===== config.mk =====
export PLATFORM = sky130hd
export DESIGN_NAME = intr_unit
export DESIGN_NICKNAME = d
export VERILOG_FILES = /design/src/source/gfx_reg_pkg.sv /design/src/source/intr_unit.sv
export VERILOG_INCLUDE_DIRS = /design/src /design/src/source
export SDC_FILE = /design/constraint.sdc
export NUM_CORES = 1
export LEC_CHECK = 0
export BUFFER_PORTS_ARGS = -buffer_cell sky130_fd_sc_hd__buf_2
export CORE_MARGIN = 4
export CORE_UTILIZATION = 42
export DETAILED_ROUTE_END_ITERATION = 10
export HOLD_SLACK_MARGIN = 0.03
export PLACE_DENSITY = 0.7
export SLEW_MARGIN = 15
export SYNTH_ARGS = -nofsm -noshare
export SYNTH_HDL_FRONTEND = slang
export SYNTH_SLANG_ARGS = --single-unit

===== constraint.sdc =====
create_clock -name clk -period 2.38 [get_ports clk]
set_input_delay 0.238 -clock clk [delete_from_list [all_inputs] [get_ports clk]]
set_output_delay 0.238 -clock clk [all_outputs]
set_load 0.01 [all_outputs]

===== src/source/gfx_defines.svh =====
`ifndef GFX_DEFINES_SVH
`define GFX_DEFINES_SVH

// cpu side widths
`define GFX_WORD_W      16      // register and vram word
`define GFX_BYTE_W      8       // host bus is byte wide
`define GFX_REG_NUM_W   4       // 16 register slots

// video ram geometry
`define GFX_VRAM_AW     12      // word address bits
`define GFX_VRAM_DEPTH  4096    // words, must match 2**GFX_VRAM_AW

// one-shot interval timer
`define GFX_TIMER_W     16

`endif

===== src/source/gfx_reg_pkg.sv =====
`default_nettype none

`include "gfx_defines.svh"

package gfx_reg_pkg;

    // cpu visible register slots, 11..15 unused
    typedef enum logic [`GFX_REG_NUM_W-1:0] {
        INT_CTRL   = 4'd0,      // mask high byte, pending low byte
        WR_INCR    = 4'd1,
        WR_ADDR    = 4'd2,
        RD_INCR    = 4'd3,
        RD_ADDR    = 4'd4,      // write starts a prefetch
        DATA       = 4'd5,      // vram data port
        BLIT_ADDR  = 4'd6,
        BLIT_VALUE = 4'd7,
        BLIT_COUNT = 4'd8,      // odd byte write launches the fill
        TIMER      = 4'd9,
        STATUS     = 4'd10      // busy flags, read only
    } reg_num_e;

    // interrupt sources, same layout for mask, pending and clear
    typedef struct packed {
        logic timer;            // bit 1, timer expired
        logic blit;             // bit 0, fill finished
    } intr_t;

    // fill request handed to the blitter
    typedef struct packed {
        logic [`GFX_VRAM_AW-1:0] addr;     // first word
        logic [`GFX_VRAM_AW-1:0] count;    // words to write, 0 is a no-op
        logic [`GFX_WORD_W-1:0]  value;
    } blit_cmd_t;

endpackage

`default_nettype wire


===== src/source/intr_unit.sv =====
`default_nettype none
`timescale 1ns/1ps

`include "gfx_defines.svh"

module intr_unit (
    input  wire logic                      clk,
    input  wire logic                      reset_i,
    input  wire logic                      blit_done_i,
    input  wire logic                      timer_load_i,
    input  wire logic [`GFX_TIMER_W-1:0]   timer_count_i,
    input  wire logic                      mask_wr_i,
    input  wire gfx_reg_pkg::intr_t        mask_i,
    input  wire gfx_reg_pkg::intr_t        clear_i,     // valid with mask_wr_i
    output gfx_reg_pkg::intr_t             mask_o,
    output gfx_reg_pkg::intr_t             status_o,
    output logic                           bus_intr_o
);

logic [`GFX_TIMER_W-1:0] timer_cnt;
logic                    timer_run;
logic                    timer_pulse;   // expiry, one cycle
gfx_reg_pkg::intr_t      src;

assign src.timer = timer_pulse;
assign src.blit  = blit_done_i;

always_ff @(posedge clk) begin
    if (reset_i) begin
        timer_run   <= 1'b0;
        timer_pulse <= 1'b0;
        mask_o      <= '0;
        status_o    <= '0;
        bus_intr_o  <= 1'b0;
    end else begin
        timer_pulse <= 1'b0;
        if (timer_load_i) begin
            timer_cnt <= timer_count_i; // reload restarts the count
            timer_run <= 1'b1;
        end else if (timer_run) begin
            if (timer_cnt > 1) begin
                timer_cnt <= timer_cnt - 1'b1;
            end else begin
                timer_run   <= 1'b0;    // one-shot
                timer_pulse <= 1'b1;
            end
        end

        if (mask_wr_i) begin
            mask_o <= mask_i;
        end
        // only new, enabled sources raise the strobe
        bus_intr_o <= |(src & mask_o & ~status_o);
        status_o   <= (status_o & ~(mask_wr_i ? clear_i : 2'b00)) | src;
    end
end

endmodule

`default_nettype wire


-- Word-level counts from Yosys, hierarchy flattened
Index checks and enable logic that the tools add are counted.
- order comparisons: 1
- add/subtract/negate cells: 1
- muxes and demuxes: 8
- bitwise logic cells: 8
- reductions and logical operators: 5
- operator list (cell ; number):
    $mux 16 ; 3
    $gt 16x1->1 const B ; 1
    $sub 16x1->16 const B ; 1
    $and 2x2->2 ; 3
    $mux 1 ; 4
    $not 2->2 ; 2
    $reduce_bool 2->1 ; 2
    $reduce_and 3->1 ; 1
    $reduce_or 3->1 ; 1
    $mux 2 ; 1
    $not 1->1 ; 2
    $or 2x2->2 ; 1
    $reduce_or 2->1 ; 1
- bits of input ports: 25
- output and inout port bits: 5
- register bits after elaboration: 23

-- Logic depth before layout (Yosys ltp)
- depth in word-level cells: 4
- mapped depth: 6

-- Worst setup path before layout
No wires, ideal clock.
- path type: reg-to-reg
- start point: register timer_cnt[0]
- end point: register timer_cnt[0], enable pin
- period minus slack after synthesis: 2184 ps
- path slack: 196 ps
- stages on the path, launching flop included: 6
- arrival time: 1789 ps
- required time: 1985 ps
- buffers on the path: 0
- cells stage by stage: edfxtp_1 -> inv_1 -> ha_1 -> o21ai_0 -> nor4_2 -> o22ai_1
- cells in the longest elaborated chain, start to end: 3
- ends and longest elaborated chain (what ; RTL line ; RTL):
    from (decl) ; intr_unit.sv:20 ; logic [`GFX_TIMER_W-1:0] timer_cnt;
    from (signal assigned) ; intr_unit.sv:38 ; timer_cnt <= timer_count_i;
    from (signal assigned) ; intr_unit.sv:42 ; timer_cnt <= timer_cnt - 1'b1;
    $gt 16x1->1 ; intr_unit.sv:41 ; if (timer_cnt > 1) begin
    $reduce_bool 2->1 (no source line) ; n/a ;
    $reduce_and 3->1 (no source line) ; n/a ;
No other way between the ends.
A chain may end at the register's enable or synchronous reset.

-- Worst setup path in the final report
- start point: register timer_cnt[10]
- end point: register timer_cnt[2], enable pin
The elaborated chain is that of the path after synthesis.

==> reports/qor.csv <==
stage,metric,value,unit
pwr,ir_drop,0.000515,V
critical_path,critPathLaunch,timer_cnt[10]$_DFFE_PP_,
placement,dpl.hpwl,1750,um
logic_synthesis,yosysUniqueCellTypes,31,
sta,layout_setup_ws,394,ps
logic_synthesis,synth_flop_cell,edfxtp_1,
logic_synthesis,ys_ff_latch,23,
grt,grt_overflow_total,0,
critical_path,rr_worst_depth,5,
critical_path,critPathMaxStageDelay,490,ps
pwr,power_density,557,mW/mm^2
logic_synthesis,async_flop_share,0,%
die,row_count,19,
logic_synthesis,avgSynthCellArea,9.96,um^2
grt,grt_util_all_layers,13.4,%
min_path,hold_path_class,in -> reg,
grt,grt_pass1_wl,3820,um
sta,hold_viol,0,
critical_path,cp-end-kind,flop,
die,die_y,61.8,um
sta,setup_viol,0,
critical_path,reg2reg_slack,390,ps
critical_path,path_delay_family,simple AND/OR/NAND/NOR gates,
clock_tree,holdBufCountCts,0,
critical_path,crit_arrival,2050,ps
clock_tree,cts.path.max_buffers,2,
grt,grt_pass1_vias,876,
die,start_util,44.1,%
critical_path,critical_path.max_fanout,10,
placement,io_buffers,29,
job,max_cap_violations,0,
critical_path,timing.critical_path.to,timer_cnt[2]$_DFFE_PP_,
clock_tree,insertion_delay,310,ps
die,ios,30,
logic_synthesis,synth_edf_count,16,
die,core_area,0.00276,mm^2
clock_tree,cts_setup_buffers,0,
logic_synthesis,syn_area,0.00121,mm^2
sta,hold-worst-slack,143,ps
critical_path,slowest_stage,edfxtp_1,
routing,drc,0,
logic_synthesis,synth_common_cells,"nand2_1 (19), edfxtp_1 (16), nor2_1 (12), o21ai_0 (9), dfxtp_1 (7)",
sta,rsz0062_at_grt,no,
finish,fillerInstances,265,
critical_path,reg2reg_from,timer_cnt[10]$_DFFE_PP_,
placement,place_ws,418,ps
sta,slew_viol_final,0,
clock_tree,clock_sinks,23,
critical_path,rr_endpoint,timer_cnt[2]$_DFFE_PP_,
sta,relSlewSlack,69.8,%
finish,drive_gt1_share,27.3,%
logic_synthesis,ys_seq_area_share,51.1,%
sta,skew,13.6,ps
logic_synthesis,syn_inst,122,
sta,finalCritPeriodShare,83.4,%
critical_path,start_kind,flop,
sta,fin_crit,1990,ps
logic_synthesis,ys_top_cells_by_area,"edfxtp_1 (40%), dfxtp_1 (12%), nand2_1 (5.9%)",
status,status,completed,
placement,gp_congestion,0.774,
finish,diodes,0,
sta,fin_setup_tns,0,ps
pwr,p_leak,0.556,nW
routing,drtPass1Iterations,4,
critical_path,cp.required,2450,ps
clock_tree,path_clk_slew,130,ps
sta,tightest_slew,453,ps
clock_tree,cts_tree,done,
pwr,finalPower,0.000798,W
critical_path,crit_type,reg -> reg,
routing,vias,980,
critical_path,path_depth,5,
clock_tree,cts-resized-gates,0,
critical_path,crit_chain,nor4_1 > nand2b_1 > nor4_2 > o22ai_1 > buf_4,
finish,finalNetCount,182,
logic_synthesis,ys_warn_count,0,
sta,fmax,504,MHz
finish,area_growth,18.0,%
die,dieArea,0.00382,mm^2
routing,routed_via_density,5.30,
grt,grt_max_degree,31,
grt,antenna_found_initial,0,
clock_tree,clock-root-buffer,clkbuf_4,
routing,wl_per_cell,12.3,um
routing,wl,2280,um
logic_synthesis,synth_top_area_cell,edfxtp_1,
logic_synthesis,synth_top_area_share,39.5,%
routing,antenna_left,0,
die,die-width,61.8,um
critical_path,critPathBufInv,1,
clock_tree,cts_made_buffers,3,
finish,post-route-util,52.0,%
logic_synthesis,synth_most_common_cell,nand2_1,
clock_tree,htree_levels,1,
routing,drt-initial-drc-count,24,
logic_synthesis,synthesis.nets,149,
[tightest hold or removal path, stage by stage]
cell	delay, ps
buf_2	90
a21oi_1	30
nor2_1	70
[final cells by class]
type | instances | area, um^2 | share of cell area, %
clock buffers | 3 | 22.5 | 1.57
multi-input cells | 92 | 568 | 39.6
inverters | 3 | 11.3 | 0.785
repair buffers | 32 | 168 | 11.7
clock inverters | 1 | 5.00 | 0.349
flip-flops and latches | 23 | 621 | 43.3
well taps | 31 | 38.8 | 2.71
[cell families (layout without fill, tap and decap cells)]
group           after synthesis  count (layout)  share of synthesized area [%]
fa+ha+maj                     2               2                           2.06
buf+inv                       7              39                           2.16
mux                           2               2                           1.65
flops                        23              23                           51.1
simple gates                 52              52                           24.1
compound gates               26              26                           11.7
xor+xnor                     10              10                           7.21
[cell usage in the layout, fill, tap and decap left out, types with 2 or more instances in the layout]
cell type / netlist / final
inv_1: 3 / 3
nor4_2: 3 / 3
a31oi_1: 2 / 2
nand3_1: 2 / 2
xor2_1: 6 / 6
o22ai_1: 2 / 2
clkbuf_4: 0 / 3
edfxtp_1: 16 / 16
a21oi_1: 4 / 4
ha_1: 2 / 2
mux2i_1: 2 / 2
nand3b_1: 2 / 2
nand2_1: 19 / 19
nor2_1: 12 / 12
o21ai_0: 9 / 9
buf_4: 0 / 3
nand2b_1: 2 / 2
dfxtp_1: 7 / 7
or4_1: 2 / 2
buf_2: 0 / 29
o21ai_1: 6 / 6
nand4_1: 3 / 3
xnor2_1: 4 / 4
[metrics by stage]
| stage | std cells | instance area [um^2] |
|---|---|---|
| 3_5_place_dp | 181 | 1410 |
| 4_1_cts | 185 | 1430 |
| 3_3_place_gp | 181 | 1410 |
| 5_1_grt | 185 | 1430 |
| 2_1_floorplan | 122 | 1210 |
| 6_report | 185 | 1430 |
[registers in the layout, indices dropped and copies added (netlist names)]
register     cells
timer_cnt       16
status_o         2
bus_intr_o       1
timer_pulse      1
timer_run        1
mask_o           2
[worst min-delay path by stage]
stage / from / endpoint / slack, ps / cells after the start
after CTS: blit_done_i / status_o[0]$_SDFF_PP0_ / 130 / 3
after floorplan: blit_done_i / status_o[0]$_SDFF_PP0_ / 360 / 2
after global routing: mask_i[1] / mask_o[1]$_SDFFE_PP0P_ / 150 / 3
after detailed placement: timer_pulse$_SDFF_PP0_ / status_o[1]$_SDFF_PP0_ / 460 / 2
after global placement: timer_pulse$_SDFF_PP0_ / status_o[1]$_SDFF_PP0_ / 460 / 2
final: blit_done_i / status_o[0]$_SDFF_PP0_ / 140 / 3
[power breakdown]
group	switching (W)	leakage, nW	total, W	internal [W]
Combinational	0.0000632	0.325	0.000120	0.0000572
Sequential	0.0000337	0.213	0.000501	0.000467
Clock	0.000114	0.0177	0.000177	0.0000627
[routing by layer]
| layer | wire, um | GRT usage [%] | share of wire [%] |
|---|---|---|---|
| met5 | 0 | 0 | 0 |
| met4 | 17 | 1.82 | 0.74 |
| met3 | 195 | 4.96 | 8.5 |
| met2 | 1050 | 23.2 | 46 |
| met1 | 1020 | 16.3 | 45 |
Power figures use the tool's default switching activity.
