[src/source/gfx_defines.svh]
`ifndef GFX_DEFINES_SVH
`define GFX_DEFINES_SVH

// cpu side widths
`define GFX_WORD_W      16      // register and vram word
`define GFX_BYTE_W      8       // host bus is byte wide
`define GFX_REG_NUM_W   4       // 16 register slots

// video ram geometry
`define GFX_VRAM_AW     12      // word address bits
`define GFX_VRAM_DEPTH  4096    // words, must match 2**GFX_VRAM_AW

// one-shot interval timer
`define GFX_TIMER_W     16

`endif
[src/source/gfx_mem_pkg.sv]
`default_nettype none

`include "gfx_defines.svh"

package gfx_mem_pkg;

    // single vram access as seen by the arbiter
    typedef struct packed {
        logic                    wr;       // 1 = write, 0 = read
        logic [`GFX_VRAM_AW-1:0] addr;
        logic [`GFX_WORD_W-1:0]  data;     // ignored on reads
    } vram_req_t;

    // owner of the access in flight
    typedef enum logic [1:0] {
        NONE = 2'd0,            // idle or acking
        REGS = 2'd1,            // cpu register port
        BLIT = 2'd2             // fill engine
    } grant_e;

endpackage

`default_nettype wire

[src/source/gfx_reg_pkg.sv]
`default_nettype none

`include "gfx_defines.svh"

package gfx_reg_pkg;

    // cpu visible register slots, 11..15 unused
    typedef enum logic [`GFX_REG_NUM_W-1:0] {
        INT_CTRL   = 4'd0,      // mask high byte, pending low byte
        WR_INCR    = 4'd1,
        WR_ADDR    = 4'd2,
        RD_INCR    = 4'd3,
        RD_ADDR    = 4'd4,      // write starts a prefetch
        DATA       = 4'd5,      // vram data port
        BLIT_ADDR  = 4'd6,
        BLIT_VALUE = 4'd7,
        BLIT_COUNT = 4'd8,      // odd byte write launches the fill
        TIMER      = 4'd9,
        STATUS     = 4'd10      // busy flags, read only
    } reg_num_e;

    // interrupt sources, same layout for mask, pending and clear
    typedef struct packed {
        logic timer;            // bit 1, timer expired
        logic blit;             // bit 0, fill finished
    } intr_t;

    // fill request handed to the blitter
    typedef struct packed {
        logic [`GFX_VRAM_AW-1:0] addr;     // first word
        logic [`GFX_VRAM_AW-1:0] count;    // words to write, 0 is a no-op
        logic [`GFX_WORD_W-1:0]  value;
    } blit_cmd_t;

endpackage

`default_nettype wire

[src/source/reg_interface.sv]
`default_nettype none
`timescale 1ns/1ps

`include "gfx_defines.svh"

module reg_interface (
    input  wire logic                         clk,
    input  wire logic                         reset_i,
    // host bus
    input  wire logic                         bus_cs_n_i,       // one access per clock when low
    input  wire logic                         bus_rd_nwr_i,     // 1 = read
    input  wire gfx_reg_pkg::reg_num_e        bus_reg_num_i,
    input  wire logic                         bus_bytesel_i,    // 0 = even/high byte
    input  wire logic [`GFX_BYTE_W-1:0]       bus_data_i,
    output logic      [`GFX_BYTE_W-1:0]       bus_data_o,
    // vram port
    input  wire logic                         vram_ack_i,
    input  wire logic [`GFX_WORD_W-1:0]       vram_data_i,
    output logic                              vram_sel_o,
    output gfx_mem_pkg::vram_req_t            vram_req_o,
    // blitter
    input  wire logic                         blit_busy_i,
    output logic                              blit_start_o,
    output gfx_reg_pkg::blit_cmd_t            blit_cmd_o,
    // interrupt unit
    input  wire gfx_reg_pkg::intr_t           intr_status_i,
    input  wire gfx_reg_pkg::intr_t           intr_mask_i,
    output logic                              timer_load_o,
    output logic      [`GFX_TIMER_W-1:0]      timer_count_o,
    output logic                              intr_mask_wr_o,
    output gfx_reg_pkg::intr_t                intr_mask_o,
    output gfx_reg_pkg::intr_t                intr_clear_o
);

logic [`GFX_BYTE_W-1:0]  even_byte;     // high byte held until odd write
logic [`GFX_WORD_W-1:0]  wr_word;       // full word on odd byte write
logic [`GFX_WORD_W-1:0]  rd_word;       // register selected for read
logic [`GFX_WORD_W-1:0]  wr_incr, wr_addr;
logic [`GFX_WORD_W-1:0]  rd_incr, rd_addr;
logic [`GFX_WORD_W-1:0]  rd_next;       // read address after increment
logic [`GFX_WORD_W-1:0]  rd_data;       // prefetch latch
logic [`GFX_WORD_W-1:0]  blit_addr, blit_value, blit_count;
logic                    bus_wr_odd;    // word commit strobe

assign wr_word    = {even_byte, bus_data_i};
assign rd_next    = rd_addr + rd_incr;
assign bus_wr_odd = !bus_cs_n_i && !bus_rd_nwr_i && bus_bytesel_i;

// fill command straight from the register file
assign blit_cmd_o.addr  = blit_addr[`GFX_VRAM_AW-1:0];
assign blit_cmd_o.count = blit_count[`GFX_VRAM_AW-1:0];
assign blit_cmd_o.value = blit_value;

// read mux
always_comb begin
    case (bus_reg_num_i)
        gfx_reg_pkg::INT_CTRL:   rd_word = {6'b0, intr_mask_i, 6'b0, intr_status_i};
        gfx_reg_pkg::WR_INCR:    rd_word = wr_incr;
        gfx_reg_pkg::WR_ADDR:    rd_word = wr_addr;
        gfx_reg_pkg::RD_INCR:    rd_word = rd_incr;
        gfx_reg_pkg::RD_ADDR:    rd_word = rd_addr;
        gfx_reg_pkg::DATA:       rd_word = rd_data;
        gfx_reg_pkg::BLIT_ADDR:  rd_word = blit_addr;
        gfx_reg_pkg::BLIT_VALUE: rd_word = blit_value;
        gfx_reg_pkg::BLIT_COUNT: rd_word = blit_count;
        gfx_reg_pkg::TIMER:      rd_word = timer_count_o;
        gfx_reg_pkg::STATUS:     rd_word = {14'b0, vram_sel_o, blit_busy_i};   // bit 1 outstanding
        default:                 rd_word = '0;
    endcase
end

// bus side, control state and address registers
always_ff @(posedge clk) begin
    if (reset_i) begin
        bus_data_o     <= '0;
        vram_sel_o     <= 1'b0;
        blit_start_o   <= 1'b0;
        timer_load_o   <= 1'b0;
        intr_mask_wr_o <= 1'b0;
        intr_mask_o    <= '0;
        intr_clear_o   <= '0;
        wr_incr        <= '0;
        wr_addr        <= '0;
        rd_incr        <= '0;
        rd_addr        <= '0;
    end else begin
        blit_start_o   <= 1'b0;         // strobes last one cycle
        timer_load_o   <= 1'b0;
        intr_mask_wr_o <= 1'b0;

        if (vram_ack_i) begin
            vram_sel_o <= 1'b0;         // access done, release port
        end

        if (!bus_cs_n_i && bus_rd_nwr_i) begin
            bus_data_o <= bus_bytesel_i ? rd_word[7:0] : rd_word[15:8];
            // odd data read steps and refills the latch
            if (bus_bytesel_i && bus_reg_num_i == gfx_reg_pkg::DATA) begin
                rd_addr         <= rd_next;
                vram_sel_o      <= 1'b1;
                vram_req_o.wr   <= 1'b0;
                vram_req_o.addr <= rd_next[`GFX_VRAM_AW-1:0];
            end
        end

        if (bus_wr_odd) begin
            case (bus_reg_num_i)
                gfx_reg_pkg::INT_CTRL: begin
                    intr_mask_wr_o <= 1'b1;
                    intr_mask_o    <= wr_word[9:8];     // mask in high byte
                    intr_clear_o   <= wr_word[1:0];     // clear bits in low byte
                end
                gfx_reg_pkg::WR_INCR: wr_incr <= wr_word;
                gfx_reg_pkg::WR_ADDR: wr_addr <= wr_word;
                gfx_reg_pkg::RD_INCR: rd_incr <= wr_word;
                gfx_reg_pkg::RD_ADDR: begin
                    rd_addr         <= wr_word;
                    vram_sel_o      <= 1'b1;            // prefetch
                    vram_req_o.wr   <= 1'b0;
                    vram_req_o.addr <= wr_word[`GFX_VRAM_AW-1:0];
                end
                gfx_reg_pkg::DATA: begin
                    vram_sel_o      <= 1'b1;
                    vram_req_o.wr   <= 1'b1;
                    vram_req_o.addr <= wr_addr[`GFX_VRAM_AW-1:0];
                    vram_req_o.data <= wr_word;
                    wr_addr         <= wr_addr + wr_incr;   // post increment
                end
                gfx_reg_pkg::BLIT_COUNT: blit_start_o <= !blit_busy_i;   // ignored while busy
                gfx_reg_pkg::TIMER:      timer_load_o <= 1'b1;
                default: ;
            endcase
        end
    end
end

// payload registers
always_ff @(posedge clk) begin
    if (!bus_cs_n_i && !bus_rd_nwr_i && !bus_bytesel_i) begin
        even_byte <= bus_data_i;
    end
    if (bus_wr_odd) begin
        case (bus_reg_num_i)
            gfx_reg_pkg::BLIT_ADDR:  blit_addr     <= wr_word;
            gfx_reg_pkg::BLIT_VALUE: blit_value    <= wr_word;
            gfx_reg_pkg::BLIT_COUNT: blit_count    <= wr_word;
            gfx_reg_pkg::TIMER:      timer_count_o <= wr_word;
            default: ;
        endcase
    end
    if (vram_ack_i && !vram_req_o.wr) begin
        rd_data <= vram_data_i;         // read word valid with ack
    end
end

endmodule

`default_nettype wire

[config.mk]
export PLATFORM = sky130hd
export DESIGN_NAME = reg_interface
export DESIGN_NICKNAME = d
export VERILOG_FILES = /design/src/source/gfx_mem_pkg.sv /design/src/source/gfx_reg_pkg.sv /design/src/source/reg_interface.sv
export VERILOG_INCLUDE_DIRS = /design/src /design/src/source
export SDC_FILE = /design/constraint.sdc
export NUM_CORES = 1
export LEC_CHECK = 0
export BUFFER_PORTS_ARGS = -buffer_cell sky130_fd_sc_hd__buf_2
export CORE_MARGIN = 8
export CORE_UTILIZATION = 58
export DETAILED_ROUTE_END_ITERATION = 10
export GPL_ROUTABILITY_DRIVEN = 0
export PLACE_DENSITY_LB_ADDON = 0.05
export SETUP_SLACK_MARGIN = 0.3
export SLEW_MARGIN = 30
export SYNTH_ARGS = -nofsm -noshare
export SYNTH_HDL_FRONTEND = slang
export SYNTH_SLANG_ARGS = --single-unit
export TNS_END_PERCENT = 5
[constraint.sdc]
create_clock -name clk -period 3.3 [get_ports clk]
set_input_delay 0.165 -clock clk [delete_from_list [all_inputs] [get_ports clk]]
set_output_delay 0.165 -clock clk [all_outputs]
set_load 0.03 [all_outputs]
After elaboration in Yosys (flattened, before gate mapping)
Index checks and enable logic that the tools add are counted.
- register bits after elaboration: 197
- output and inout port bits: 101
- add/subtract/negate cells: 2
- mux-type cells: 19
- reduce and logical (&&, ||, !) cells: 25
- bitwise operators: 3
- equality and inequality tests: 10
- operators with widths (operator ; number):
    one-hot mux 16 bit (11 select lines) ; 1
    two-way mux 16 bit ; 5
    adder 16 bit ; 2
    one-hot mux 16 bit (2 select lines) ; 1
    two-way mux 29 bit ; 1
    two-way mux 13 bit ; 2
    one-hot mux 13 bit (2 select lines) ; 1
    == test 4 x 3 -> 1 bit, second input constant ; 4
    AND reduction 2 bit ; 8
    == test 4 bit, second input constant ; 3
    == test 4 x 2 -> 1 bit, second input constant ; 2
    two-way mux 8 bit ; 1
    two-way mux 1 bit ; 7
    logical AND 1 bit ; 6
    logical NOT 1 bit ; 5
    == test 4 x 1 -> 1 bit, second input constant ; 1
    logical NOT 4 bit ; 1
    OR reduction 2 bit ; 2
    inverter 1 bit ; 3
    AND reduction 3 bit ; 1
    OR reduction 3 bit ; 1
    nonzero test 2 bit ; 1

Longest topological paths before layout
- depth after elaboration: 6
- gate-level depth with buffers: 9

Worst setup path before layout
OpenSTA, ideal clock, no wires.
- path kind: input port to flip-flop
- start: in bus_rd_nwr_i
- end: reg vram_req_o[0] in the netlist's numbering, enable pin
- data arrival time: 2.027 ns
- stages: 4
- setup time: 0.409 ns
- data required time: 2.891 ns
- slack: 0.863 ns
- cells stage by stage: or3b_1 buf_2 buf_1 nor3_1
- word-level cells in the longest chain between the ends: 4
- RTL lines (item ; RTL line ; RTL):
    start: declaration ; reg_interface.sv:11 ; input wire logic bus_rd_nwr_i,
    logical NOT 1 bit ; reg_interface.sv:47 ; assign bus_wr_odd = !bus_cs_n_i && !bus_rd_nwr_i && bus_bytesel_i;
    logical AND 1 bit (2 in a row) ; reg_interface.sv:47 ;
    AND reduction 3 bit (no line) ; - ;
    end: declaration ; reg_interface.sv:20 ; output gfx_mem_pkg::vram_req_t vram_req_o,
Every way passes these cells.
A chain may end at the register's enable or synchronous reset.

Worst setup path in the final report
- start: reg wr_addr[1]
- end: reg wr_addr[15]
- word-level cells in the longest chain between the ends: 2
- RTL lines (item ; RTL line ; RTL):
    start: declaration ; reg_interface.sv:38 ; logic [`GFX_WORD_W-1:0] wr_incr, wr_addr;
    start signal: assignment ; reg_interface.sv:114 ; gfx_reg_pkg::WR_ADDR: wr_addr <= wr_word;
    start signal: assignment ; reg_interface.sv:127 ; wr_addr <= wr_addr + wr_incr;
    adder 16 bit ; reg_interface.sv:127 ;
    one-hot mux 16 bit (2 select lines) ; reg_interface.sv:107 ; case (bus_reg_num_i)
Every way passes these cells.

==> flow_summary.toml <==
[outcome]
status = "complete, no violations"

[die]
die_x_um = 146
die_area_um2 = 21400
die_h_um = 146
fp-row-count = 47
ios = 140
start_util_pct = 59.5
core_um2 = 16600

[routing]
drc_errors = 0
wl_mm = 34.9
antenna_left = 0
drt_first_iter_violations = 1053
drtPass1Iterations = 8
via_per_inst = 6.76
wl_per_cell_um = 26.7
vias = 8849

[final_layout]
fin_nets = 1146
syn2layout_area_growth_pct = 15.8
layout-drive-gt1-share_pct = 20.5

[global_routing]
antenna_found_initial = 0
grt_pass1_wl_mm = 52.1
overflow = 0
grt.total_usage_pct = 31.8
grt_max_degree = 47
grt_pass1_vias = 8502

[synthesis]
synth_area_leaders = "edfxtp_1 36%, dfxtp_1 16%, nand2_1 4.9%"
syn_inst = 950
ys_top_cells_by_count = "129 x nand2_1, 117 x edfxtp_1, 85 x a21oi_1, 80 x dfxtp_1, 56 x nor2_1"
synth-simple-area-share_pct = 14.8
ys_types = 78
synth_top_family_by_area = "compound AO/OA/AOI/OAI gates"
ys_async_sr_fraction_pct = 0
synth_fa_ha_area_share_pct = 4.21
synth-edff-count = 117
synth_ff_type = "edfxtp_1"
synth_mux_area_share_pct = 2.77
synth_compound_area_share_pct = 20.1
yosysMostFrequentCell = "nand2_1"
ys_seq_elements = 197
syn_area_um2 = 9860
yosysWarnings = 0
synth-xor-area-share_pct = 1.24
yosysSeqAreaShare_pct = 51.9
yosys.area.top_type_share_pct = 35.6
syn_nets = 1021
synth_top_area_cell = "edfxtp_1"
synth_area_per_cell_um2 = 10.4

[clocking]
clock_path_buffers = 2
cts_buffers = 17
cts_resized = 0
cts-hold-fix-buffers = 18
clock-sinks = 197
cts_tree = "done"
worst_skew_pair.late_latency_ns = 0.44
cts_setup_buffers = 0
cts_root_buffer = "clkbuf_16"
htreeDepth = 4
clkTransAtPathRegs_ns = 0.08

[worst_hold_path]
hold_class = "input port to register"

[power]
pwr-share-seq_pct = 50.9
power_density_nw_per_um2 = 463
p_int_w = 0.00388
p_sw_w = 0.00141
peakVddDrop_v = 0.000404
switching_share_pct = 26.6
clkPwrFrac_pct = 42.2
power.leakage_nw = 4.34
combPwrFrac_pct = 6.9

[sta]
timing.fmax_mhz = 404
layout_setup_ws_ns = 0.827
finalSetupViolCount = 0
rsz0062_at_grt = "no"
fin_skew_ns = 0.00715
period_needed_ns = 2.47
tns_ns = 0
finalHoldViolCount = 0
slew_headroom_pct = 43.7
slew_viol_final = 0
worst_pin_slew_ns = 0.842
fin_crit_sh_pct = 74.9

[critical_path]
critical_path_arrival_ns = 2.81
path_class = "register to register"
slowest_delay_ns = 0.48
path_buf_inv = 0
crit_family = "simple AND/OR/NAND/NOR gates"
worstSetupStartpointType = "register"
cp_max_fo = 5
cp.required_ns = 3.63
crit_path_end_kind = "register"
cpMaxStageDelayCell = "dfxtp_1"
path_cells = "ha_1 > a211oi_1 > nor4_1 > nor2_1 > a21oi_1 > and3b_1 > mux2_2"

[placed_design]
hpwl_mm = 24.6
dp_slack_ns = 0.827
portBuffers = 139

[run]
max-cap-violations = 0
==> cell usage in the layout (no fill, tap or decap), types with 6 or more instances in the layout <==
| master | instances |
|---|---|
| ha_1 | 30 |
| xnor2_1 | 9 |
| dfxtp_1 | 80 |
| o221ai_1 | 8 |
| mux2_2 | 8 |
| a211oi_1 | 25 |
| nor2b_1 | 16 |
| and3_1 | 8 |
| mux2i_1 | 16 |
| o21ai_0 | 31 |
| a32oi_1 | 10 |
| a22oi_1 | 25 |
| buf_2 | 139 |
| clkinv_8 | 6 |
| dlygate4sd3_1 | 18 |
| a221oi_1 | 11 |
| a21oi_1 | 85 |
| nor2_1 | 56 |
| clkbuf_16 | 17 |
| a22o_1 | 12 |
| o21a_1 | 8 |
| edfxtp_1 | 117 |
| nor3_1 | 22 |
| or3_1 | 7 |
| nand4_1 | 9 |
| nand2_1 | 129 |
| buf_4 | 26 |
| o211ai_1 | 10 |
| inv_1 | 12 |
| a32o_1 | 9 |
| o22ai_1 | 6 |
| nand3_1 | 21 |
| a21o_1 | 8 |
| nand2b_1 | 7 |
==> registers in the layout, summed over array words and instances (netlist names) <==
signal / cells
rd_addr: 16
vram_req_o: 29
vram_sel_o: 1
even_byte: 8
timer_load_o: 1
rd_data: 16
rd_incr: 16
bus_data_o: 8
blit_count: 16
wr_incr: 16
wr_addr: 16
blit_value: 16
intr_mask_o: 2
intr_clear_o: 2
intr_mask_wr_o: 1
blit_start_o: 1
timer_count_o: 16
blit_addr: 16
==> kinds of logic after synthesis <==
family,after synthesis
simple gates,306
compound gates,287
flops,197
buf+inv,89
fa+ha+maj,32
mux,25
xor+xnor,14
==> layer usage <==
layer  up-vias  global-route usage [%]  share of wire (%)  wire length, µm
li1       3844                       -                  -                -
met2       640                    50.2                 45            15900
met5         -                       0                  0                0
met3       128                    7.23                 11             3860
met1      4237                    40.5                 38            13200
met4         0                    16.0                5.7             1980
==> worst paths after layout <==
kind	startpoint	endpoint	slack, ns	cells past startpoint
worst max-delay path	wr_addr[1]$_SDFFE_PP0P_	wr_addr[15]$_SDFFE_PP0P_	0.83	7
worst min register to register	bus_data_o[2]$_SDFFE_PP0P_	bus_data_o[2]$_SDFFE_PP0P_	0.48	1
worst max register to register	wr_addr[1]$_SDFFE_PP0P_	wr_addr[15]$_SDFFE_PP0P_	0.83	7
worst min-delay path	bus_data_i[0]	wr_incr[0]$_SDFFE_PP0P_	0.12	3
==> worst min-delay path, stage by stage <==
cell	delay (ns)
buf_2	0.20
nand2_1	0.09
a21oi_1	0.06
==> cell type report <==
class                      count  area, µm²
inverter                      12       45.0
timing repair buffer         183       1070
clock buffer                  17        425
multi-input combinational    664       4260
tap                          220        275
fill                        1320       5170
sequential                   197       5110
antenna                        1       2.50
clock inverter                15        220
==> stage by stage <==
step / hold WS (ns) / power (W) / util, % / instance area (µm²) / instances
floorplan: 0.242 / 0.00293 / - / 9860 / 950
global placement: 0.342 / 0.00308 / 63.8 / 10600 / 1258
detailed placement: 0.343 / 0.00308 / 63.8 / 10600 / 1258
CTS: 0.111 / 0.00528 / 68.8 / 11400 / 1308
global route: 0.102 / 0.00540 / 68.8 / 11400 / 1308
finish: 0.122 / 0.00529 / 68.8 / 11400 / 1309
==> power by group through the flow <==
stage,clock [W],sequential (W),combinational (W)
floorplan,0,0.00275,0.000179
CTS,0.00223,0.00269,0.000358
global route,0.00232,0.00269,0.000383
detailed placement,0,0.00274,0.000338
finish,0.00223,0.00269,0.000366
global placement,0,0.00274,0.000334
Note: power is estimated with default switching activity, not from simulation.
