## src/source/gfx_defines.svh

```systemverilog
`ifndef GFX_DEFINES_SVH
`define GFX_DEFINES_SVH

// cpu side widths
`define GFX_WORD_W      16      // register and vram word
`define GFX_BYTE_W      8       // host bus is byte wide
`define GFX_REG_NUM_W   4       // 16 register slots

// video ram geometry
`define GFX_VRAM_AW     12      // word address bits
`define GFX_VRAM_DEPTH  4096    // words, must match 2**GFX_VRAM_AW

// one-shot interval timer
`define GFX_TIMER_W     16

`endif
```

## src/source/gfx_mem_pkg.sv

```systemverilog
`default_nettype none

`include "gfx_defines.svh"

package gfx_mem_pkg;

    // single vram access as seen by the arbiter
    typedef struct packed {
        logic                    wr;       // 1 = write, 0 = read
        logic [`GFX_VRAM_AW-1:0] addr;
        logic [`GFX_WORD_W-1:0]  data;     // ignored on reads
    } vram_req_t;

    // owner of the access in flight
    typedef enum logic [1:0] {
        NONE = 2'd0,            // idle or acking
        REGS = 2'd1,            // cpu register port
        BLIT = 2'd2             // fill engine
    } grant_e;

endpackage

`default_nettype wire

```

## src/source/gfx_reg_pkg.sv

```systemverilog
`default_nettype none

`include "gfx_defines.svh"

package gfx_reg_pkg;

    // cpu visible register slots, 11..15 unused
    typedef enum logic [`GFX_REG_NUM_W-1:0] {
        INT_CTRL   = 4'd0,      // mask high byte, pending low byte
        WR_INCR    = 4'd1,
        WR_ADDR    = 4'd2,
        RD_INCR    = 4'd3,
        RD_ADDR    = 4'd4,      // write starts a prefetch
        DATA       = 4'd5,      // vram data port
        BLIT_ADDR  = 4'd6,
        BLIT_VALUE = 4'd7,
        BLIT_COUNT = 4'd8,      // odd byte write launches the fill
        TIMER      = 4'd9,
        STATUS     = 4'd10      // busy flags, read only
    } reg_num_e;

    // interrupt sources, same layout for mask, pending and clear
    typedef struct packed {
        logic timer;            // bit 1, timer expired
        logic blit;             // bit 0, fill finished
    } intr_t;

    // fill request handed to the blitter
    typedef struct packed {
        logic [`GFX_VRAM_AW-1:0] addr;     // first word
        logic [`GFX_VRAM_AW-1:0] count;    // words to write, 0 is a no-op
        logic [`GFX_WORD_W-1:0]  value;
    } blit_cmd_t;

endpackage

`default_nettype wire

```

## src/source/blit_fill.sv

```systemverilog
`default_nettype none
`timescale 1ns/1ps

`include "gfx_defines.svh"

module blit_fill (
    input  wire logic                      clk,
    input  wire logic                      reset_i,
    input  wire logic                      start_i,
    input  wire gfx_reg_pkg::blit_cmd_t    cmd_i,
    input  wire logic                      vram_ack_i,
    output logic                           busy_o,
    output logic                           done_o,     // one cycle after last write
    output logic                           vram_sel_o,
    output gfx_mem_pkg::vram_req_t         vram_req_o
);

logic [`GFX_VRAM_AW-1:0] addr;          // next word to write
logic [`GFX_VRAM_AW-1:0] remain;        // words left including current
logic [`GFX_WORD_W-1:0]  value;

// always a write, request follows the counters
assign vram_req_o.wr   = 1'b1;
assign vram_req_o.addr = addr;
assign vram_req_o.data = value;
assign vram_sel_o      = busy_o;        // select held for the whole run

always_ff @(posedge clk) begin
    if (reset_i) begin
        busy_o <= 1'b0;
        done_o <= 1'b0;
    end else begin
        done_o <= 1'b0;
        if (start_i && !busy_o) begin
            if (cmd_i.count == '0) begin
                done_o <= 1'b1;         // nothing to write
            end else begin
                busy_o <= 1'b1;
            end
        end else if (busy_o && vram_ack_i && remain == 1) begin
            busy_o <= 1'b0;             // last word acked
            done_o <= 1'b1;
        end
    end
end

// command and counters
always_ff @(posedge clk) begin
    if (start_i && !busy_o) begin
        addr   <= cmd_i.addr;
        remain <= cmd_i.count;
        value  <= cmd_i.value;
    end else if (busy_o && vram_ack_i) begin
        addr   <= addr + 1'b1;          // wraps at end of vram
        remain <= remain - 1'b1;
    end
end

endmodule

`default_nettype wire

```

## config.mk

```make
export PLATFORM = sky130hd
export DESIGN_NAME = blit_fill
export DESIGN_NICKNAME = d
export VERILOG_FILES = /design/src/source/gfx_mem_pkg.sv /design/src/source/gfx_reg_pkg.sv /design/src/source/blit_fill.sv
export VERILOG_INCLUDE_DIRS = /design/src /design/src/source
export SDC_FILE = /design/constraint.sdc
export NUM_CORES = 1
export LEC_CHECK = 0
export BUFFER_PORTS_ARGS = -buffer_cell sky130_fd_sc_hd__buf_2
export CAP_MARGIN = 20
export CORE_MARGIN = 5
export CORE_UTILIZATION = 25
export DETAILED_ROUTE_END_ITERATION = 10
export GPL_ROUTABILITY_DRIVEN = 1
export SLEW_MARGIN = 10
export SYNTH_ARGS = -nofsm -noshare
export SYNTH_HDL_FRONTEND = slang
export SYNTH_SLANG_ARGS = --single-unit
```

## constraint.sdc

```tcl
create_clock -name clk -period 3.3 [get_ports clk]
set_input_delay 0.165 -clock clk [delete_from_list [all_inputs] [get_ports clk]]
set_output_delay 0.165 -clock clk [all_outputs]
set_load 0.02 [all_outputs]
```

### Yosys cells after proc, flatten, opt, wreduce, memory -nomap -nowiden

Cells that the tools add are included.

| storage, ports and cells | value |
|---|---|
| bits of input ports | 44 |
| register bits | 42 |
| logic and storage cells | 27 |
| output and inout port bits | 32 |

| cells by class | value |
|---|---|
| equality and inequality tests | 2 |
| $add $sub $neg | 2 |
| multiplexer cells | 10 |
| reductions and logical operators | 8 |

Operators by type and width:

| kind | count |
|---|---|
| 2-to-1 mux 12 bit | 4 |
| adder 12 x 1 -> 12 bit (second input constant) | 1 |
| equality test 12 x 1 -> 1 bit (second input constant) | 1 |
| zero test 12 bit | 1 |
| subtractor 12 x 1 -> 12 bit (second input constant) | 1 |
| 2-to-1 mux 1 bit | 6 |
| nonzero test 2 bit | 2 |
| logical AND 1 bit | 3 |
| inequality test 2 bit (second input constant) | 1 |
| AND reduction 2 bit | 1 |
| zero test 1 bit | 1 |

### Longest topological paths before layout

Gate-level depths: netlist (run 1).

| logic depth | value |
|---|---|
| depth in word-level cells | 4 |
| depth in mapped cells | 6 |
| gate-level depth less buffers | 6 |

### Least setup slack after synthesis (run 1)

OpenSTA, ideal clock, no wires.

| path | value |
|---|---|
| kind | reg-to-reg |
| start | register busy_o |
| end | register addr[0], enable pin |
| data required time | 2.875 ns |
| slack | 1.439 ns |
| arrival | 1.436 ns |
| stages on the path, launching flop included | 4 |
| clock period less this slack | 1.861 ns |
| buffers on the path | 1 |
| cell sequence | dfxtp_1 nand2b_1 buf_1 nand2_1 |

| on the way | value |
|---|---|
| word-level cells in the longest chain between the ends | 3 |
| elaborated cells on any way between the ends | 4 |
| classes of those cells | reduce/logical: 4 |

Ends and longest elaborated chain:

| item | RTL line | RTL |
|---|---|---|
| start, declared | blit_fill.sv:12 | `output logic busy_o,` |
| start signal, assigned | blit_fill.sv:30 | `busy_o <= 1'b0;` |
| start signal, assigned | blit_fill.sv:38 | `busy_o <= 1'b1;` |
| start signal, assigned | blit_fill.sv:41 | `busy_o <= 1'b0;` |
| zero test 1 bit | blit_fill.sv:49 | `if (start_i && !busy_o) begin` |
| logical AND 1 bit | blit_fill.sv:49 |  |
| nonzero test 2 bit (no source line) (*) | -- |  |
| end signal, assigned | blit_fill.sv:50 | `addr <= cmd_i.addr;` |
| end signal, assigned | blit_fill.sv:54 | `addr <= addr + 1'b1;` |
| end, declared | blit_fill.sv:18 | `` logic [`GFX_VRAM_AW-1:0] addr; `` |

Every way passes the cells marked *; elsewhere a longest branch is shown, timed or not.
A chain may end at the register's enable or synchronous reset.

### Worst setup path after layout (run 1)

| path | value |
|---|---|
| start | register busy_o |
| end | register remain[6], data pin |

| on the way | value |
|---|---|
| word-level cells in the longest chain between the ends | 3 |

Ends and longest elaborated chain:

| item | RTL line | RTL |
|---|---|---|
| zero test 1 bit | blit_fill.sv:49 |  |
| logical AND 1 bit | blit_fill.sv:49 |  |
| 2-to-1 mux 12 bit | blit_fill.sv:49 |  |
| end signal, assigned | blit_fill.sv:51 | `remain <= cmd_i.count;` |
| end signal, assigned | blit_fill.sv:55 | `remain <= remain - 1'b1;` |
| end, declared | blit_fill.sv:19 | `` logic [`GFX_VRAM_AW-1:0] remain; `` |

No other way between the ends.

==> results of run 1 <==
## placed cells by master, fill, tap and decap left out, drive strengths merged, types with 2 or more instances in the layout
cell and n:
a21oi 3, and3 2, buf 76, clkbuf 6
dfxtp 2, edfxtp 40, ha 3, inv 2
nand2 29, nand2b 3, nand3 4, nand4 5
nor2 12, nor3 4, nor4 5, o21ai 20
xnor2 10, xor2 9
## power by group
group / leakage, nW / internal, mW / switching (mW)
sequential: 0.404 / 0.672 / 0.0581
combinational: 0.544 / 0.103 / 0.164
clock: 0.0514 / 0.226 / 0.181
total: 1.00 / 1.00 / 0.403
## synth_stat cells
cell	count
or4b_4	1
nor3b_2	1
inv_1	3
a21oi_1	3
nand2b_1	3
nor4_4	1
nand2_1	29
xnor2_1	10
nor3_1	4
ha_1	3
xor2_1	9
nand3_1	4
and2_1	1
dfxtp_1	2
clkbuf_1	4
and3_1	2
o21ba_2	1
nor2_1	12
conb_1	1
nor4_2	1
buf_1	1
and4_1	1
a31oi_1	1
o32ai_1	1
nor4_1	3
edfxtp_1	40
and4b_1	1
buf_4	2
nand4_1	5
o21ai_0	18
o21ai_2	2
## flip-flops by register name, summed over array words and instances, names as in the netlist
signal and count:
busy_o 1, remain 12, done_o 1, addr 12
value 16
## per-layer routing
metal	track usage	up-vias	wire length (um)
li1	-	763	-
met1	0.1221	688	2111
met2	0.1555	56	2178
met3	0.02875	5	351
met4	0.02206	0	37
met5	0	-	0
## metrics by stage
| step | area (um^2) | setup slack [ns] |
|---|---|---|
| 2_1_floorplan | 2002 | 1.439 |
| 4_1_cts | 2591 | 1.090 |
| 3_3_place_gp | 2481 | 1.202 |
| 6_report | 2591 | 1.138 |
| 3_5_place_dp | 2481 | 1.098 |
| 5_1_grt | 2591 | 0.8311 |
## worst max-delay path by stage
stage                              from             endpoint  slack, ns  depth (start not counted)
floorplan           busy_o$_SDFFE_PP0P_    addr[0]$_DFFE_PP_       1.44                          3
global placement    busy_o$_SDFFE_PP0P_  remain[2]$_DFFE_PP_       1.20                          5
detailed placement  busy_o$_SDFFE_PP0P_  remain[6]$_DFFE_PP_       1.10                          5
CTS                 busy_o$_SDFFE_PP0P_  remain[6]$_DFFE_PP_       1.09                          5
global route        busy_o$_SDFFE_PP0P_  remain[2]$_DFFE_PP_       0.83                          5
finish              busy_o$_SDFFE_PP0P_  remain[6]$_DFFE_PP_       1.14                          5
## kinds of logic after synthesis
logic type	after synthesis
AOI/OAI and AO/OA	26
xor gates and xnor gates	19
adders and majority gates	3
buffers and inverters	10
DFF	42
other	1
and+or+nand+nor	69
## cell type report
type,count,share of cell area
inverters,3,0.004346
clock buffers,6,0.02801
multi-input cells,118,0.2762
flip-flops and latches,42,0.4790
clock inverters,2,0.01449
well taps,102,0.04925
repair buffers,76,0.1487
==> flow_summary.json, run 1 <==
{
  "r2r_end": "remain[6]$_DFFE_PP_",
  "synth_compound_area_frac": 0.07375,
  "end_kind": "flip-flop",
  "dieArea_um2": 9897,
  "cts_setup_buffers": 0,
  "finalCriticalPeriod_ns": 2.162,
  "critPathSlowestCell": "clkinv_1",
  "cts_max_level": 2,
  "synth_area_leaders": "edfxtp_1, nand2_1, o21ai_0",
  "grt-ovfl-total": 0,
  "synth_seq_cells": 42,
  "yosysSeqAreaShare": 0.6200,
  "cts_tree": "built",
  "cts_buffers": 5,
  "synth_adder_area_share": 0.01875,
  "routed_wirelength_um": 4679,
  "worst_slew_pin_slew_ns": 1.050,
  "synth_simple_gate_area_frac": 0.1800,
  "firstDrtPassIters": 4,
  "critical_path_arrival_ns": 2.20,
  "critPathMaxStageDelay_ns": 0.56,
  "clkTransAtPathRegs_ns": 0.09,
  "synth_top_family_by_area": "simple AND/OR/NAND/NOR gates",
  "worst_path_dominant_cell_family": "buffers and inverters",
  "tns_ns": 0,
  "drv_cap": 0,
  "critPathRequiredTime_ns": 3.34,
  "critPathBufInv": 2,
  "io_pins": 76,
  "cp_max_fo": 23,
  "clockBufferDepth": 2,
  "maxSlewHeadroom": 0.2986,
  "hold_path_class": "in -> reg",
  "grt_pass1_wl_um": 7286,
  "diodes": 0,
  "reg2reg_depth": 5,
  "fill_cells": 828,
  "hold_viol": 0,
  "setup_violations": 0,
  "wire_per_inst_um": 13.41,
  "syn-cell-area_um2": 2002,
  "instances_no_fill": 349,
  "muxShareOfSynthArea": 0,
  "p_leak_nw": 1.000,
  "synth_top_area_frac": 0.6000,
  "synth_top_area_cell": "edfxtp_1",
  "syn_avg_cell_area_um2": 11.78,
  "min_from": "cmd_i[11]",
  "synthCells": 170,
  "drtAntennaViolNets": 0,
  "vias_per_cell": 4.332,
  "drv_slew": 0,
  "antenna_found_initial": 0,
  "rrSetupSlack_ns": 1.14,
  "dp.cells": 341,
  "core_um2": 7767,
  "hold_path_end": "value[11]$_DFFE_PP_",
  "hold_depth": 1,
  "die_w_um": 99.49,
  "initial_core_util": 0.2577,
  "power_density_nw_per_um2": 541.8,
  "dieHeight_um": 99.49,
  "drive_above_1_share": 0.3644,
  "grtUsageTotal": 0.09452,
  "drtIter0Drc": 71,
  "place_congestion": 0.7771,
  "cts_root_buf": "clkbuf_8",
  "r2r_start": "busy_o$_SDFFE_PP0P_",
  "worstSetupPathType": "reg -> reg",
  "min_period_over_period": 0.6550,
  "multiInputGateArea_um2": 715.7,
  "clock_latency_ns": 0.30,
  "route.detailed.drc": 0,
  "peakVddDrop_mv": 0.1809,
  "fin_skew_ns": 0.01396,
  "vias": 1512,
  "start_kind": "flip-flop",
  "fin_hold_ws_ns": 0.03938,
  "synth-xor-area-share": 0.08312,
  "num-nets-final": 293,
  "status": "finished, final reports clean",
  "yosys_warnings": 0,
  "regArea_um2": 1241,
  "grt_setup_unrepaired": "no",
  "utilization": 0.3336,
  "ys_types": 31,
  "rows": 32,
  "grt_pass1_vias": 1519,
  "postCtsHoldBufs": 0,
  "total_power_mw": 1.404,
  "dpl.hpwl_um": 3601,
  "io_buffers": 74,
  "grt_max_degree": 25,
  "crit_path_cell_trace": "nand2b_1 -> clkinv_1 -> buf_4 -> nand2_1 -> o21ai_0",
  "synth_fp_nets": 217,
  "cts_sinks": 42,
  "cts_resized": 0,
  "area_growth_pct": 29.44,
  "fmax_mhz": 462.6
}
(Power assumes the default switching activity.)
==> inputs of run 2 (changes only) <==
- clock period: 3.3 -> 2.2 ns (I/O delays scaled with it)
==> flow_summary.json, run 2 (synthesized netlist as in run 1, its figures left out) <==
{
  "fin_area_um2": 2760,
  "drtIter0Drc": 48,
  "area_growth_pct": 37.88,
  "end_kind": "flip-flop",
  "maxSlewHeadroom": 0.6003,
  "largest_register_ff_count": 16,
  "drive_above_1_share": 0.3496,
  "grt_pass1_vias": 1560,
  "io_buffers": 74,
  "reg2reg_depth": 6,
  "finalCriticalPeriod_ns": 1.885,
  "setup_violations": 0,
  "p_leak_nw": 1.074,
  "r2r_start": "remain[0]$_DFFE_PP_",
  "initial_core_util": 0.2577,
  "clockBufferDepth": 2,
  "critPathSlowestCell": "or4b_4",
  "clock_latency_ns": 0.29,
  "rows": 32,
  "hold_path_class": "in -> reg",
  "status": "finished, final reports clean",
  "min_from": "cmd_i[29]",
  "cp_max_fo": 4,
  "dpl.hpwl_um": 3452,
  "grt_setup_unrepaired": "no",
  "hold_viol": 0,
  "hold_depth": 3,
  "min_period_over_period": 0.8569,
  "routed_wirelength_um": 4707,
  "io_pins": 76,
  "hold_path_end": "addr[1]$_DFFE_PP_",
  "r2r_end": "remain[8]$_DFFE_PP_",
  "core_um2": 7767,
  "worst_slew_pin_slew_ns": 0.5950,
  "diodes": 0,
  "grt_max_degree": 36,
  "fin_ws_ns": 0.3147,
  "rrSetupSlack_ns": 0.31,
  "clkTransAtPathRegs_ns": 0.09,
  "num-nets-final": 312,
  "worstSetupPathType": "reg -> reg",
  "route.detailed.drc": 0,
  "instances_no_fill": 368,
  "fmax_mhz": 530.4,
  "critPathMaxStageDelay_ns": 0.52,
  "cts_buffers": 5,
  "dp.cells": 343,
  "dieArea_um2": 9897,
  "firstDrtPassIters": 4,
  "start_kind": "flip-flop",
  "peakVddDrop_mv": 0.2586,
  "cts_setup_buffers": 0,
  "grt-ovfl-total": 0,
  "fin_hold_ws_ns": 0.07206,
  "crit_path_cell_trace": "inv_1 -> ha_1 -> or4b_4 -> nor4_4 -> xnor2_1 -> o21ai_2",
  "drv_slew": 0,
  "top_regs": "value x16, addr x12, remain x12",
  "place_congestion": 0.7542,
  "fin_skew_ns": 0.009001,
  "critPathRequiredTime_ns": 2.25,
  "power_density_nw_per_um2": 739.1,
  "die_w_um": 99.49,
  "cts_sinks": 42,
  "critical_path_arrival_ns": 1.94,
  "cts_max_level": 2,
  "tns_ns": 0,
  "placed_cell_area_um2": 2496,
  "final_common_cell": "buf_2",
  "drtAntennaViolNets": 0,
  "grtUsageTotal": 0.09291,
  "wire_per_inst_um": 12.79,
  "grt_pass1_wl_um": 7293,
  "vias_per_cell": 4.247,
  "drv_cap": 0,
  "vias": 1563,
  "largest-register": "value",
  "dieHeight_um": 99.49,
  "antenna_found_initial": 0,
  "cts_root_buf": "clkbuf_8",
  "dp_slack_ns": 0.3083,
  "cts_tree": "built",
  "most-common-layout-cells": "buf_2, edfxtp_1, nand2_1"
}
## run 2: report_power, final
part	total, mW	switching, mW	internal, mW
Combinational	0.430	0.250	0.180
Sequential	1.09	0.0867	1.01
Clock	0.518	0.288	0.229
## run 2: layer usage
| metal | share of wire | track usage | up-vias |
|---|---|---|---|
| met4 | 0.0098 | 0.01891 | 0 |
| met5 | 0 | 0 | - |
| met1 | 0.43 | 0.1147 | 704 |
| met2 | 0.48 | 0.1606 | 52 |
| li1 | - | - | 801 |
| met3 | 0.078 | 0.02805 | 6 |
## run 2: through the flow
step | util | power (mW)
floorplan | - | 1.360
global placement | 0.3214 | 1.514
detailed placement | 0.3214 | 1.523
CTS | 0.3553 | 2.075
global route | 0.3553 | 2.158
finish | 0.3553 | 2.040
## run 2: how the worst max path moves through the flow
stage	slack, ns	to	cells after the start	startpoint
3_5_place_dp	0.31	remain[10]$_DFFE_PP_	6	remain[0]$_DFFE_PP_
5_1_grt	0.21	remain[8]$_DFFE_PP_	6	remain[0]$_DFFE_PP_
6_report	0.31	remain[8]$_DFFE_PP_	6	remain[0]$_DFFE_PP_
4_1_cts	0.31	remain[10]$_DFFE_PP_	6	remain[0]$_DFFE_PP_
3_3_place_gp	0.35	remain[10]$_DFFE_PP_	6	remain[0]$_DFFE_PP_
2_1_floorplan	0.34	addr[0]$_DFFE_PP_	3	busy_o$_SDFFE_PP0P_
## run 2: worst max-delay path: cells and delay by family, from the launching register on
kind	cells	cell delay [ns]
AND/OR/NAND/NOR	2	0.68
flip-flops	1	0.44
adder cells (fa/ha/maj)	1	0.19
XOR/XNOR	1	0.18
buffers and inverters	1	0.08
AO/OA/AOI/OAI	1	0.07
## run 2: timing repair
item,CTS,global route
hold buffers,17,0
hold endpoints to repair,17,0
setup endpoints to repair,0,0
gates resized for setup,0,0
## run 2: cell type report
cell class	count	area [um^2]
multi-input combinational	118	715.7
timing repair buffer	95	570.5
sequential	42	1241
clock inverter	3	25.02
tap	102	127.6
inverter	3	11.26
fill	799	5007
clock buffer	5	68.82
==> inputs of run 3 (changes only) <==
- CORE_MARGIN: 5 -> 10
==> flow_summary.json, run 3 (synthesized netlist as in run 1, its figures left out) <==
{
  "critical_path_arrival_ns": 2.00,
  "dp.cells": 343,
  "rows": 32,
  "drtAntennaViolNets": 0,
  "maxSlewHeadroom": 0.5927,
  "num-nets-final": 312,
  "vias_per_cell": 4.223,
  "top_regs": "value x16, addr x12, remain x12",
  "final_common_cell": "buf_2",
  "grt_pass1_wl_um": 7769,
  "dp_slack_ns": 0.2990,
  "fin_area_um2": 2760,
  "drive_above_1_share": 0.3496,
  "clockBufferDepth": 2,
  "cts_buffers": 5,
  "fin_skew_ns": 0.002238,
  "grt_setup_unrepaired": "no",
  "cts_tree": "built",
  "route.detailed.drc": 0,
  "power_density_nw_per_um2": 741.6,
  "fin_ws_ns": 0.2522,
  "critPathRequiredTime_ns": 2.26,
  "cts_root_buf": "clkbuf_8",
  "instances_no_fill": 368,
  "area_growth_pct": 37.88,
  "tns_ns": 0,
  "drv_slew": 0,
  "peakVddDrop_mv": 0.2102,
  "core_um2": 7767,
  "worst_slew_pin_slew_ns": 0.6062,
  "clock_latency_ns": 0.30,
  "antenna_found_initial": 0,
  "end_kind": "flip-flop",
  "drv_cap": 0,
  "cp_max_fo": 4,
  "fmax_mhz": 513.4,
  "drtIter0Drc": 37,
  "die_w_um": 109.5,
  "io_pins": 76,
  "cts_max_level": 2,
  "hold_viol": 0,
  "firstDrtPassIters": 4,
  "diodes": 0,
  "start_kind": "flip-flop",
  "hold_path_class": "in -> reg",
  "p_leak_nw": 1.074,
  "most-common-layout-cells": "buf_2, edfxtp_1, nand2_1",
  "status": "finished, final reports clean",
  "worstSetupPathType": "reg -> reg",
  "grt_max_degree": 36,
  "place_congestion": 0.7228,
  "placed_cell_area_um2": 2496,
  "dieArea_um2": 11990,
  "finalCriticalPeriod_ns": 1.948,
  "grt_pass1_vias": 1567,
  "min_period_over_period": 0.8854,
  "routed_wirelength_um": 5026,
  "dpl.hpwl_um": 3807,
  "fin_hold_ws_ns": 0.06610,
  "cts_sinks": 42,
  "grt-ovfl-total": 0,
  "setup_violations": 0,
  "total_power_mw": 2.047,
  "wire_per_inst_um": 13.66,
  "clkTransAtPathRegs_ns": 0.09,
  "io_buffers": 74,
  "utilization": 0.3553,
  "grtUsageTotal": 0.08278,
  "initial_core_util": 0.2577,
  "vias": 1554,
  "largest_register_ff_count": 16,
  "dieHeight_um": 109.5,
  "largest-register": "value"
}
-- run 3: critical path: stages, from the launching register on --
cell      delay, ns
edfxtp_1       0.44
inv_1          0.08
ha_1           0.20
or4b_4         0.52
nor3b_2        0.22
xnor2_1        0.17
o21ai_2        0.07
-- run 3: metal layers --
metal  part of all wire  global-route usage  up-vias
met4             0.0096             0.02695        0
met5                  0                   0        -
met2               0.46              0.1329       54
met3              0.093             0.03218        5
met1               0.43             0.09979      696
li1                   -                   -      799
-- run 3: path summary, 6_finish.rpt --
kind | slack (ns) | cells past startpoint | to | from
setup / recovery | 0.25 | 6 | remain[10]$_DFFE_PP_ | remain[0]$_DFFE_PP_
hold / removal | 0.07 | 3 | addr[1]$_DFFE_PP_ | cmd_i[29]
setup reg to reg | 0.25 | 6 | remain[10]$_DFFE_PP_ | remain[0]$_DFFE_PP_
hold reg to reg | 0.55 | 2 | busy_o$_SDFFE_PP0P_ | busy_o$_SDFFE_PP0P_
-- run 3: timing repair --
action / 4_1_cts / 5_1_grt
buffers inserted: 0 / 0
gates resized for setup: 0 / 0
hold buffers: 17 / 0
endpoints found under the hold margin: 17 / 0
-- run 3: layout make-up --
type	count	area [um^2]
clock buffer	5	68.82
clock inverter	3	25.02
fill	806	5007
inverter	3	11.26
multi-input combinational	118	715.7
sequential	42	1241
tap	102	127.6
timing repair buffer	95	570.5
-- run 3: report_power, final --
| group | switching (mW) | internal, mW |
|---|---|---|
| Clock | 0.295 | 0.229 |
| Sequential | 0.0854 | 1.01 |
| Combinational | 0.252 | 0.180 |
| Total | 0.632 | 1.41 |
